[src/sched_pkg.sv]
`default_nettype none

package sched_pkg;

  // ==============================
  // register file sizes
  // ==============================
  localparam int ARCH_REG_NUM = 32;
  localparam int PHY_REG_NUM  = 48;
  localparam int AREG_W       = 5;
  localparam int PREG_W       = 6;

  // physical registers beyond the arch set start out free
  localparam int FREE_NUM = PHY_REG_NUM - ARCH_REG_NUM;
  localparam int FL_PTR_W = $clog2(FREE_NUM);
  localparam int FL_CNT_W = $clog2(FREE_NUM + 1);

  // ==============================
  // queue sizes
  // ==============================
  localparam int RS_SIZE  = 4;
  localparam int RS_IDX_W = $clog2(RS_SIZE);
  localparam int MQ_SIZE  = 4;
  localparam int MQ_IDX_W = $clog2(MQ_SIZE);
  localparam int MQ_CNT_W = $clog2(MQ_SIZE + 1);

  // unit class codes
  localparam logic FU_ALU = 1'b0;
  localparam logic FU_MEM = 1'b1;

  // one op word, read per unit class
  typedef union packed {
    logic [3:0] alu_op;
    struct packed {
      logic       is_store;
      logic [1:0] size;
      logic       sign_ext;
    } mem;
  } op_word_u;

endpackage

`default_nettype wire

[src/rs_wr_if.sv]
`default_nettype none

interface rs_wr_if;
  import sched_pkg::*;

  logic              valid;
  logic              ready;
  logic [PREG_W-1:0] psrc0;
  logic [PREG_W-1:0] psrc1;
  logic              src0_rdy;
  logic              src1_rdy;
  logic [PREG_W-1:0] pdest;
  op_word_u          op;

  // rename side
  modport stage_mp (
    output valid, psrc0, psrc1, src0_rdy, src1_rdy, pdest, op,
    input  ready
  );

  // queue side, ready means a free entry
  modport queue_mp (
    input  valid, psrc0, psrc1, src0_rdy, src1_rdy, pdest, op,
    output ready
  );

endinterface

`default_nettype wire

[src/free_list.sv]
`default_nettype none

module free_list (
  input  logic                         clk,
  input  logic                         rst_n,
  input  logic                         alloc_i,
  output logic                         empty_o,
  output logic [sched_pkg::PREG_W-1:0] alloc_preg_o,
  input  logic                         free_valid_i,
  input  logic [sched_pkg::PREG_W-1:0] free_preg_i
);
  import sched_pkg::*;

  logic [PREG_W-1:0]   fifo_q [FREE_NUM];
  logic [FL_PTR_W-1:0] head_q;
  logic [FL_PTR_W-1:0] tail_q;
  logic [FL_CNT_W-1:0] count_q;
  logic                pop;

  // head is always visible, pop only when something is there
  assign empty_o      = (count_q == '0);
  assign alloc_preg_o = fifo_q[head_q];
  assign pop          = alloc_i & ~empty_o;

  always_ff @(posedge clk or negedge rst_n) begin
    if (!rst_n) begin
      // full at reset, holding 32..47 in order
      head_q  <= '0;
      tail_q  <= '0;
      count_q <= FL_CNT_W'(FREE_NUM);
      for (int i = 0; i < FREE_NUM; i++) begin
        fifo_q[i] <= PREG_W'(ARCH_REG_NUM + i);
      end
    end else begin
      if (pop) begin
        head_q <= head_q + 1'b1;
      end
      if (free_valid_i) begin
        fifo_q[tail_q] <= free_preg_i;
        tail_q         <= tail_q + 1'b1;
      end
      // pop and push may land in the same cycle
      count_q <= count_q + FL_CNT_W'(free_valid_i) - FL_CNT_W'(pop);
    end
  end

endmodule

`default_nettype wire

[src/rename_table.sv]
`default_nettype none

module rename_table (
  input  logic                         clk,
  input  logic                         rst_n,
  input  logic [sched_pkg::AREG_W-1:0] src0_i,
  input  logic [sched_pkg::AREG_W-1:0] src1_i,
  input  logic [sched_pkg::AREG_W-1:0] dest_i,
  input  logic                         rename_i,
  input  logic [sched_pkg::PREG_W-1:0] new_preg_i,
  output logic [sched_pkg::PREG_W-1:0] psrc0_o,
  output logic [sched_pkg::PREG_W-1:0] psrc1_o,
  output logic                         src0_rdy_o,
  output logic                         src1_rdy_o,
  input  logic                         wb_valid_i,
  input  logic [sched_pkg::PREG_W-1:0] wb_pdest_i
);
  import sched_pkg::*;

  logic [PREG_W-1:0]      map_q [ARCH_REG_NUM];
  logic [PHY_REG_NUM-1:0] ready_q;

  // ==============================
  // lookup
  // ==============================
  // r0 is hardwired to p0 and always ready
  assign psrc0_o = (src0_i == '0) ? '0 : map_q[src0_i];
  assign psrc1_o = (src1_i == '0) ? '0 : map_q[src1_i];

  // same-cycle writeback bypass
  assign src0_rdy_o = (src0_i == '0) | ready_q[psrc0_o] |
                      (wb_valid_i & (wb_pdest_i == psrc0_o));
  assign src1_rdy_o = (src1_i == '0) | ready_q[psrc1_o] |
                      (wb_valid_i & (wb_pdest_i == psrc1_o));

  // ==============================
  // update
  // ==============================
  always_ff @(posedge clk or negedge rst_n) begin
    if (!rst_n) begin
      for (int i = 0; i < ARCH_REG_NUM; i++) begin
        map_q[i] <= PREG_W'(i);
      end
      ready_q <= '1;
    end else begin
      if (wb_valid_i) begin
        ready_q[wb_pdest_i] <= 1'b1;
      end
      // new producer, value not yet written
      if (rename_i) begin
        map_q[dest_i]       <= new_preg_i;
        ready_q[new_preg_i] <= 1'b0;
      end
    end
  end

endmodule

`default_nettype wire

[src/rename_stage.sv]
`default_nettype none

module rename_stage (
  input  logic                         clk,
  input  logic                         rst_n,
  input  logic                         in_valid_i,
  output logic                         in_ready_o,
  input  logic                         in_fu_i,
  input  sched_pkg::op_word_u          in_op_i,
  input  logic [sched_pkg::AREG_W-1:0] in_arch_dest_i,
  input  logic [sched_pkg::AREG_W-1:0] in_arch_src0_i,
  input  logic [sched_pkg::AREG_W-1:0] in_arch_src1_i,
  input  logic                         wb_valid_i,
  input  logic [sched_pkg::PREG_W-1:0] wb_pdest_i,
  input  logic                         free_valid_i,
  input  logic [sched_pkg::PREG_W-1:0] free_preg_i,
  rs_wr_if.stage_mp                    alu_wr,
  rs_wr_if.stage_mp                    mem_wr
);
  import sched_pkg::*;

  logic              ready_en_q;
  logic              fl_empty;
  logic [PREG_W-1:0] fl_preg;
  logic              dest_nz;
  logic              accept;
  logic              alloc;
  logic              wr_fire;
  logic [PREG_W-1:0] rt_psrc0;
  logic [PREG_W-1:0] rt_psrc1;
  logic              rt_rdy0;
  logic              rt_rdy1;

  // stage register
  logic              s_valid_q;
  logic              s_fu_q;
  op_word_u          s_op_q;
  logic [PREG_W-1:0] s_psrc0_q;
  logic [PREG_W-1:0] s_psrc1_q;
  logic [PREG_W-1:0] s_pdest_q;
  logic              s_rdy0_q;
  logic              s_rdy1_q;
  logic              rdy0_now;
  logic              rdy1_now;

  // ==============================
  // acceptance
  // ==============================
  assign dest_nz = (in_arch_dest_i != '0);
  assign wr_fire = s_valid_q & ((s_fu_q == FU_ALU) ? alu_wr.ready : mem_wr.ready);

  // no allocation needed for r0
  assign in_ready_o = ready_en_q & (~s_valid_q | wr_fire) & (~dest_nz | ~fl_empty);
  assign accept     = in_valid_i & in_ready_o;
  assign alloc      = accept & dest_nz;

  free_list u_free_list (
    .clk          (clk),
    .rst_n        (rst_n),
    .alloc_i      (alloc),
    .empty_o      (fl_empty),
    .alloc_preg_o (fl_preg),
    .free_valid_i (free_valid_i),
    .free_preg_i  (free_preg_i)
  );

  rename_table u_rename_table (
    .clk        (clk),
    .rst_n      (rst_n),
    .src0_i     (in_arch_src0_i),
    .src1_i     (in_arch_src1_i),
    .dest_i     (in_arch_dest_i),
    .rename_i   (alloc),
    .new_preg_i (fl_preg),
    .psrc0_o    (rt_psrc0),
    .psrc1_o    (rt_psrc1),
    .src0_rdy_o (rt_rdy0),
    .src1_rdy_o (rt_rdy1),
    .wb_valid_i (wb_valid_i),
    .wb_pdest_i (wb_pdest_i)
  );

  // ==============================
  // stage register
  // ==============================
  // wakeup while waiting, also seen by the queue in the write cycle
  assign rdy0_now = s_rdy0_q | (wb_valid_i & (wb_pdest_i == s_psrc0_q));
  assign rdy1_now = s_rdy1_q | (wb_valid_i & (wb_pdest_i == s_psrc1_q));

  always_ff @(posedge clk or negedge rst_n) begin
    if (!rst_n) begin
      ready_en_q <= 1'b0;
      s_valid_q  <= 1'b0;
    end else begin
      ready_en_q <= 1'b1;
      if (accept) begin
        s_valid_q <= 1'b1;
      end else if (wr_fire) begin
        s_valid_q <= 1'b0;
      end
    end
  end

  always_ff @(posedge clk) begin
    if (accept) begin
      s_fu_q    <= in_fu_i;
      s_op_q    <= in_op_i;
      s_psrc0_q <= rt_psrc0;
      s_psrc1_q <= rt_psrc1;
      s_pdest_q <= dest_nz ? fl_preg : '0;
      s_rdy0_q  <= rt_rdy0;
      s_rdy1_q  <= rt_rdy1;
    end else begin
      s_rdy0_q <= rdy0_now;
      s_rdy1_q <= rdy1_now;
    end
  end

  // ==============================
  // steering
  // ==============================
  assign alu_wr.valid    = s_valid_q & (s_fu_q == FU_ALU);
  assign alu_wr.psrc0    = s_psrc0_q;
  assign alu_wr.psrc1    = s_psrc1_q;
  assign alu_wr.src0_rdy = rdy0_now;
  assign alu_wr.src1_rdy = rdy1_now;
  assign alu_wr.pdest    = s_pdest_q;
  assign alu_wr.op       = s_op_q;

  assign mem_wr.valid    = s_valid_q & (s_fu_q == FU_MEM);
  assign mem_wr.psrc0    = s_psrc0_q;
  assign mem_wr.psrc1    = s_psrc1_q;
  assign mem_wr.src0_rdy = rdy0_now;
  assign mem_wr.src1_rdy = rdy1_now;
  assign mem_wr.pdest    = s_pdest_q;
  assign mem_wr.op       = s_op_q;

endmodule

`default_nettype wire

[src/reservation_station.sv]
`default_nettype none

module reservation_station (
  input  logic                         clk,
  input  logic                         rst_n,
  rs_wr_if.queue_mp                    wr,
  input  logic                         wb_valid_i,
  input  logic [sched_pkg::PREG_W-1:0] wb_pdest_i,
  input  logic                         issue_ready_i,
  output logic                         issue_valid_o,
  output logic [sched_pkg::PREG_W-1:0] issue_psrc0_o,
  output logic [sched_pkg::PREG_W-1:0] issue_psrc1_o,
  output logic [sched_pkg::PREG_W-1:0] issue_pdest_o,
  output sched_pkg::op_word_u          issue_op_o
);
  import sched_pkg::*;

  logic [RS_SIZE-1:0] ent_valid_q;
  logic [RS_SIZE-1:0] ent_rdy0_q;
  logic [RS_SIZE-1:0] ent_rdy1_q;
  logic [PREG_W-1:0]  ent_psrc0_q [RS_SIZE];
  logic [PREG_W-1:0]  ent_psrc1_q [RS_SIZE];
  logic [PREG_W-1:0]  ent_pdest_q [RS_SIZE];
  op_word_u           ent_op_q    [RS_SIZE];

  logic [RS_IDX_W-1:0] free_idx;
  logic [RS_IDX_W-1:0] sel_idx;
  logic                sel_found;
  logic                do_write;
  logic                do_issue;

  assign wr.ready = ~&ent_valid_q;
  assign do_write = wr.valid & wr.ready;
  assign do_issue = issue_ready_i & sel_found;

  // lowest free slot and lowest ready entry
  always_comb begin
    free_idx  = '0;
    sel_idx   = '0;
    sel_found = 1'b0;
    for (int i = RS_SIZE - 1; i >= 0; i--) begin
      if (!ent_valid_q[i]) begin
        free_idx = RS_IDX_W'(i);
      end
      if (ent_valid_q[i] && ent_rdy0_q[i] && ent_rdy1_q[i]) begin
        sel_idx   = RS_IDX_W'(i);
        sel_found = 1'b1;
      end
    end
  end

  always_ff @(posedge clk or negedge rst_n) begin
    if (!rst_n) begin
      ent_valid_q   <= '0;
      issue_valid_o <= 1'b0;
    end else begin
      // output holds under back-pressure
      if (issue_ready_i) begin
        issue_valid_o <= sel_found;
      end
      if (do_issue) begin
        ent_valid_q[sel_idx] <= 1'b0;
      end
      if (do_write) begin
        ent_valid_q[free_idx] <= 1'b1;
      end
    end
  end

  always_ff @(posedge clk) begin
    // wakeup
    for (int i = 0; i < RS_SIZE; i++) begin
      if (wb_valid_i && ent_psrc0_q[i] == wb_pdest_i) begin
        ent_rdy0_q[i] <= 1'b1;
      end
      if (wb_valid_i && ent_psrc1_q[i] == wb_pdest_i) begin
        ent_rdy1_q[i] <= 1'b1;
      end
    end
    if (do_write) begin
      ent_psrc0_q[free_idx] <= wr.psrc0;
      ent_psrc1_q[free_idx] <= wr.psrc1;
      ent_rdy0_q[free_idx]  <= wr.src0_rdy;
      ent_rdy1_q[free_idx]  <= wr.src1_rdy;
      ent_pdest_q[free_idx] <= wr.pdest;
      ent_op_q[free_idx]    <= wr.op;
    end
    if (do_issue) begin
      issue_psrc0_o <= ent_psrc0_q[sel_idx];
      issue_psrc1_o <= ent_psrc1_q[sel_idx];
      issue_pdest_o <= ent_pdest_q[sel_idx];
      issue_op_o    <= ent_op_q[sel_idx];
    end
  end

endmodule

`default_nettype wire

[src/order_queue.sv]
`default_nettype none

module order_queue (
  input  logic                         clk,
  input  logic                         rst_n,
  rs_wr_if.queue_mp                    wr,
  input  logic                         wb_valid_i,
  input  logic [sched_pkg::PREG_W-1:0] wb_pdest_i,
  input  logic                         issue_ready_i,
  output logic                         issue_valid_o,
  output logic [sched_pkg::PREG_W-1:0] issue_psrc0_o,
  output logic [sched_pkg::PREG_W-1:0] issue_psrc1_o,
  output logic [sched_pkg::PREG_W-1:0] issue_pdest_o,
  output sched_pkg::op_word_u          issue_op_o
);
  import sched_pkg::*;

  logic [MQ_SIZE-1:0]  q_rdy0_q;
  logic [MQ_SIZE-1:0]  q_rdy1_q;
  logic [PREG_W-1:0]   q_psrc0_q [MQ_SIZE];
  logic [PREG_W-1:0]   q_psrc1_q [MQ_SIZE];
  logic [PREG_W-1:0]   q_pdest_q [MQ_SIZE];
  op_word_u            q_op_q    [MQ_SIZE];
  logic [MQ_IDX_W-1:0] head_q;
  logic [MQ_IDX_W-1:0] tail_q;
  logic [MQ_CNT_W-1:0] count_q;

  logic head_ok;
  logic do_write;
  logic do_issue;

  // only the head may leave, keeping program order
  assign head_ok  = (count_q != '0) & q_rdy0_q[head_q] & q_rdy1_q[head_q];
  assign wr.ready = (count_q != MQ_CNT_W'(MQ_SIZE));
  assign do_write = wr.valid & wr.ready;
  assign do_issue = issue_ready_i & head_ok;

  always_ff @(posedge clk or negedge rst_n) begin
    if (!rst_n) begin
      head_q        <= '0;
      tail_q        <= '0;
      count_q       <= '0;
      issue_valid_o <= 1'b0;
    end else begin
      if (issue_ready_i) begin
        issue_valid_o <= head_ok;
      end
      if (do_issue) begin
        head_q <= head_q + 1'b1;
      end
      if (do_write) begin
        tail_q <= tail_q + 1'b1;
      end
      count_q <= count_q + MQ_CNT_W'(do_write) - MQ_CNT_W'(do_issue);
    end
  end

  always_ff @(posedge clk) begin
    for (int i = 0; i < MQ_SIZE; i++) begin
      if (wb_valid_i && q_psrc0_q[i] == wb_pdest_i) begin
        q_rdy0_q[i] <= 1'b1;
      end
      if (wb_valid_i && q_psrc1_q[i] == wb_pdest_i) begin
        q_rdy1_q[i] <= 1'b1;
      end
    end
    if (do_write) begin
      q_psrc0_q[tail_q] <= wr.psrc0;
      q_psrc1_q[tail_q] <= wr.psrc1;
      q_rdy0_q[tail_q]  <= wr.src0_rdy;
      q_rdy1_q[tail_q]  <= wr.src1_rdy;
      q_pdest_q[tail_q] <= wr.pdest;
      q_op_q[tail_q]    <= wr.op;
    end
    if (do_issue) begin
      issue_psrc0_o <= q_psrc0_q[head_q];
      issue_psrc1_o <= q_psrc1_q[head_q];
      issue_pdest_o <= q_pdest_q[head_q];
      issue_op_o    <= q_op_q[head_q];
    end
  end

endmodule

`default_nettype wire

[src/scheduler.sv]
`default_nettype none

module scheduler (
  input  logic                         clk,
  input  logic                         rst_n,
  // instruction in
  input  logic                         in_valid_i,
  output logic                         in_ready_o,
  input  logic                         in_fu_i,
  input  sched_pkg::op_word_u          in_op_i,
  input  logic [sched_pkg::AREG_W-1:0] in_arch_dest_i,
  input  logic [sched_pkg::AREG_W-1:0] in_arch_src0_i,
  input  logic [sched_pkg::AREG_W-1:0] in_arch_src1_i,
  // writeback and commit free
  input  logic                         wb_valid_i,
  input  logic [sched_pkg::PREG_W-1:0] wb_pdest_i,
  input  logic                         free_valid_i,
  input  logic [sched_pkg::PREG_W-1:0] free_preg_i,
  // ALU issue
  output logic                         alu_valid_o,
  input  logic                         alu_ready_i,
  output logic [sched_pkg::PREG_W-1:0] alu_psrc0_o,
  output logic [sched_pkg::PREG_W-1:0] alu_psrc1_o,
  output logic [sched_pkg::PREG_W-1:0] alu_pdest_o,
  output sched_pkg::op_word_u          alu_op_o,
  // memory issue
  output logic                         mem_valid_o,
  input  logic                         mem_ready_i,
  output logic [sched_pkg::PREG_W-1:0] mem_psrc0_o,
  output logic [sched_pkg::PREG_W-1:0] mem_psrc1_o,
  output logic [sched_pkg::PREG_W-1:0] mem_pdest_o,
  output sched_pkg::op_word_u          mem_op_o
);

  rs_wr_if alu_wr_if ();
  rs_wr_if mem_wr_if ();

  rename_stage u_rename_stage (
    .clk            (clk),
    .rst_n          (rst_n),
    .in_valid_i     (in_valid_i),
    .in_ready_o     (in_ready_o),
    .in_fu_i        (in_fu_i),
    .in_op_i        (in_op_i),
    .in_arch_dest_i (in_arch_dest_i),
    .in_arch_src0_i (in_arch_src0_i),
    .in_arch_src1_i (in_arch_src1_i),
    .wb_valid_i     (wb_valid_i),
    .wb_pdest_i     (wb_pdest_i),
    .free_valid_i   (free_valid_i),
    .free_preg_i    (free_preg_i),
    .alu_wr         (alu_wr_if.stage_mp),
    .mem_wr         (mem_wr_if.stage_mp)
  );

  // out-of-order ALU side
  reservation_station u_alu_rs (
    .clk           (clk),
    .rst_n         (rst_n),
    .wr            (alu_wr_if.queue_mp),
    .wb_valid_i    (wb_valid_i),
    .wb_pdest_i    (wb_pdest_i),
    .issue_ready_i (alu_ready_i),
    .issue_valid_o (alu_valid_o),
    .issue_psrc0_o (alu_psrc0_o),
    .issue_psrc1_o (alu_psrc1_o),
    .issue_pdest_o (alu_pdest_o),
    .issue_op_o    (alu_op_o)
  );

  // in-order memory side
  order_queue u_mem_q (
    .clk           (clk),
    .rst_n         (rst_n),
    .wr            (mem_wr_if.queue_mp),
    .wb_valid_i    (wb_valid_i),
    .wb_pdest_i    (wb_pdest_i),
    .issue_ready_i (mem_ready_i),
    .issue_valid_o (mem_valid_o),
    .issue_psrc0_o (mem_psrc0_o),
    .issue_psrc1_o (mem_psrc1_o),
    .issue_pdest_o (mem_pdest_o),
    .issue_op_o    (mem_op_o)
  );

endmodule

`default_nettype wire

[config.mk]
export PLATFORM = sky130hd
export DESIGN_NAME = scheduler
export DESIGN_NICKNAME = d
export VERILOG_FILES = /design/src/sched_pkg.sv /design/src/rs_wr_if.sv /design/src/free_list.sv /design/src/rename_table.sv /design/src/rename_stage.sv /design/src/reservation_station.sv /design/src/order_queue.sv /design/src/scheduler.sv
export SDC_FILE = /design/constraint.sdc
export NUM_CORES = 1
export LEC_CHECK = 0
export ABC_AREA = 1
export ABC_CLOCK_PERIOD_IN_PS = 7800
export BUFFER_PORTS_ARGS = -buffer_cell sky130_fd_sc_hd__clkbuf_2
export CORE_MARGIN = 8
export CORE_UTILIZATION = 50
export DETAILED_ROUTE_END_ITERATION = 8
export GPL_TIMING_DRIVEN = 0
export PLACE_DENSITY_LB_ADDON = 0.08
export SYNTH_ARGS = -nofsm -noshare
export SYNTH_HDL_FRONTEND = slang
export SYNTH_SLANG_ARGS = --single-unit
[constraint.sdc]
create_clock -name clk -period 7.8 [get_ports clk]
set_input_delay 0.39 -clock clk [delete_from_list [all_inputs] [get_ports clk]]
set_output_delay 0.39 -clock clk [all_outputs]
set_load 0.03 [all_outputs]
==> impl_metrics.env <==
export IMPL_h_tree_depth=3
export IMPL_setup_violations=0
export IMPL_cp_required_ps=8310
export IMPL_synth_edf_count=243
export IMPL_cp_start_kind="flop"
export IMPL_synth_nets=3585
export IMPL_powerDensity_nw_per_um2=402
export IMPL_remaining_drc_errors=0
export IMPL_drive_gt1_frac=0.143
export IMPL_grt_overflow=0
export IMPL_core_um2=61400
export IMPL_drv_slew=0
export IMPL_fin_crit_sh=0.471
export IMPL_grtUsageTotal=0.321
export IMPL_drt_initial_drc_count=3363
export IMPL_ys_ff_latch=625
export IMPL_hold_viol_final=0
export IMPL_p_int_mw=8.32
export IMPL_clock_latency_ps=620
export IMPL_pwr_share_seq=0.409
export IMPL_start_util=0.503
export IMPL_p_switching_mw=5.70
export IMPL_stdcell_area_um2=34900
export IMPL_die_area_um2=69900
export IMPL_comb_power_share=0.347
export IMPL_ir_drop_mv=0.275
export IMPL_wl_per_cell_um=25.3
export IMPL_p_leak_nw=14.1
export IMPL_viasPerCell=6.17
export IMPL_postPlaceCellArea_um2=32400
export IMPL_ctsResizeCount=0
export IMPL_io_buffers=74
export IMPL_cts_sinks=625
export IMPL_crit_type="flop to flop"
export IMPL_max_freq_ghz=0.272
export IMPL_drt_antenna_violating_nets=0
export IMPL_num_io_pins=86
export IMPL_clk_pin_slew_ps=60
export IMPL_relSlewSlack=0.150
export IMPL_grt_pass1_wl_um=172000
export IMPL_rsz0062_at_grt="false"
export IMPL_ys_warn_count=0
export IMPL_final_min_clock_period_ps=3680
export IMPL_numCtsBuffers=71
export IMPL_grt_max_degree=119
export IMPL_die_h_um=264
export IMPL_clkPwrFrac=0.244
export IMPL_synthFlopType="edfxtp_1"
export IMPL_synthDistinctLibCells=53
export IMPL_avgSynthCellArea_um2=8.75
export IMPL_skew_ps=33.8
export IMPL_antenna_found_initial=3
export IMPL_synth_area_um2=30900
export IMPL_synthCells=3527
export IMPL_async_flop_share=0.582
export IMPL_status="finished, final reports clean"
export IMPL_whs_ps=41.6
export IMPL_syn_to_final_growth_pct=13.0
export IMPL_tightest_slew_ps=1260
export IMPL_cts_tree="done"
export IMPL_firstDrtPassIters=9
export IMPL_grt_pass1_vias=27170
export IMPL_dpl_hpwl_um=80300
export IMPL_vias=27993
export IMPL_ys_seq_area_frac=0.550
export IMPL_drv_cap=0
export IMPL_nets=3747
export IMPL_gp_congestion=0.971
export IMPL_die_w_um=264
export IMPL_routed_wl_um=115000
export IMPL_crit_arrival_ps=4190
export IMPL_clockBufferDepth=3
export IMPL_num_rows=91
export IMPL_swShare=0.406
export IMPL_cts_root_buffer="clkbuf_16"
export IMPL_holdCritPathClass="input port to flop"
export IMPL_cp_end_kind="flop"
export IMPL_path_max_fanout=27
## critical path: stages (launching register included)
cell     delay (ps)
dfrtp_1         390
inv_1            70
nand2_1          80
nor2_1          150
o21ai_0         280
nor2_1          100
nor2_2          160
nand2_2         190
inv_2           600
nand2_1         280
nor2_4          410
nand2_1         300
buf_2           320
o21ai_0         230
## logic make-up (layout without fill, tap and decap cells)
group,after synthesis,after routing,share of synthesized area
AND/OR/NAND/NOR,1577,1577,0.219
AO/OA/AOI/OAI,805,805,0.148
flip-flops,625,625,0.550
buffers and inverters,456,675,0.0619
XOR/XNOR,44,44,0.0125
adder cells (fa/ha/maj),19,19,0.00819
other,1,3,0.000121
## placed cells by master, fill, tap and decap left out, types with 48 or more instances in the layout
cell | netlist | layout
nand2_1 | 889 | 889
nor2_1 | 208 | 208
a21oi_1 | 143 | 142
o21ai_0 | 410 | 410
clkbuf_1 | 133 | 151
dfrtp_1 | 187 | 187
nand4_1 | 58 | 58
buf_2 | 78 | 78
clkbuf_2 | 1 | 74
inv_1 | 197 | 197
o22ai_1 | 54 | 54
edfxtp_1 | 243 | 243
o21ai_1 | 48 | 48
clkbuf_16 | 0 | 74
nand3_1 | 358 | 358
dfstp_2 | 177 | 177
## area by class of cell
cell class	instances	area [µm²]
Inverter	213	802
Clock inverter	26	283
Tap cell	790	988
Timing Repair Buffer	89	597
Sequential cell	625	17000
Antenna cell	2	5.00
Multi-Input combinational cell	2446	12000
Fill cell	5574	26500
Clock buffer	104	2080
Buffer	243	1110
## power groups by stage
stage / Sequential [mW] / Clock, mW / Combinational (mW)
2_1_floorplan: 5.66 / 0 / 3.00
3_3_place_gp: 5.71 / 0 / 4.68
3_5_place_dp: 5.74 / 0 / 4.80
4_1_cts: 5.70 / 3.44 / 4.82
5_1_grt: 5.84 / 3.57 / 5.40
6_report: 5.73 / 3.42 / 4.87
## sequential cells by signal (all words and copies together) (netlist names), 16 cells and up
register / count
u_alu_rs.ent_psrc0_q: 24
u_alu_rs.ent_pdest_q: 24
u_alu_rs.ent_op_q: 16
u_rename_stage.u_rename_table.ready_q: 48
u_alu_rs.ent_psrc1_q: 24
u_mem_q.q_psrc1_q: 24
u_mem_q.q_pdest_q: 24
u_mem_q.q_psrc0_q: 24
u_rename_stage.u_free_list.fifo_q: 96
u_rename_stage.u_rename_table.map_q: 192
u_mem_q.q_op_q: 16
## through the flow
stage | power, mW | setup WS [ps] | setup TNS, ps | instances | util
2_1_floorplan | 8.66 | 4740 | 0 | 3527 | -
3_3_place_gp | 10.4 | -1430 | -257860 | 4391 | 0.525
3_5_place_dp | 10.5 | 4020 | 0 | 4400 | 0.528
4_1_cts | 14.0 | 4170 | 0 | 4536 | 0.568
5_1_grt | 14.8 | 3930 | 0 | 4537 | 0.568
6_report | 14.0 | 4120 | 0 | 4538 | 0.568
## metal layers
metal  wire length, µm  GRT usage  vias up
met5                14   0.000693        -
met4              5750      0.152        2
met3             11000     0.0619      338
met2             52600      0.513     1596
met1             45500      0.421    13573
li1                  -          -    12484
## Yosys cell counts (11+ instances only)
| cell | n | area share |
|---|---|---|
| nand2_1 | 889 | 0.11 |
| o21ai_0 | 410 | 0.066 |
| nand3_1 | 358 | 0.058 |
| edfxtp_1 | 243 | 0.24 |
| nor2_1 | 208 | 0.025 |
| inv_1 | 197 | 0.024 |
| dfrtp_1 | 187 | 0.15 |
| dfstp_2 | 177 | 0.15 |
| a21oi_1 | 143 | 0.023 |
| clkbuf_1 | 133 | 0.016 |
| buf_2 | 78 | 0.013 |
| nand4_1 | 58 | 0.012 |
| o22ai_1 | 54 | 0.011 |
| o21ai_1 | 48 | 0.0078 |
| xor2_1 | 32 | 0.0091 |
| o211ai_1 | 31 | 0.0075 |
| o221ai_1 | 23 | 0.0065 |
| nor3_1 | 22 | 0.0036 |
| buf_4 | 18 | 0.0044 |
| dfxtp_1 | 18 | 0.012 |
| o2111ai_1 | 18 | 0.0051 |
| ha_1 | 17 | 0.0069 |
| o21ai_2 | 16 | 0.0045 |
| nor4_1 | 15 | 0.0030 |
| a41oi_1 | 14 | 0.0040 |
| a31oi_1 | 13 | 0.0026 |
| a221oi_1 | 12 | 0.0034 |
| xnor2_1 | 12 | 0.0034 |
| inv_2 | 11 | 0.0013 |
## worst paths after layout
| kind | start | to | slack (ps) | cells past startpoint |
|---|---|---|---|---|
| setup / recovery | u_mem_q.count_q[1] | u_rename_stage.u_rename_table.map_q[1] | 4120 | 13 |
| hold / removal | free_preg_i[5] | u_rename_stage.u_free_list.fifo_q[5] | 40 | 3 |
| setup reg to reg | u_mem_q.count_q[1] | u_rename_stage.u_rename_table.map_q[1] | 4120 | 13 |
| hold reg to reg | u_rename_stage.u_rename_table.map_q[191] | u_rename_stage.u_rename_table.map_q[191] | 470 | 1 |
| max in group asynchronous | rst_n | u_rename_stage.u_free_list.fifo_q[22] | 6380 | 3 |
| min in group asynchronous | rst_n | u_rename_stage.u_rename_table.map_q[63] | 350 | 2 |
## what timing repair did
action                                 4_1_cts  5_1_grt
setup buffers                                0        0
hold buffers                                 6        0
endpoints found under the hold margin       41        0
(Power assumes the default switching activity.)
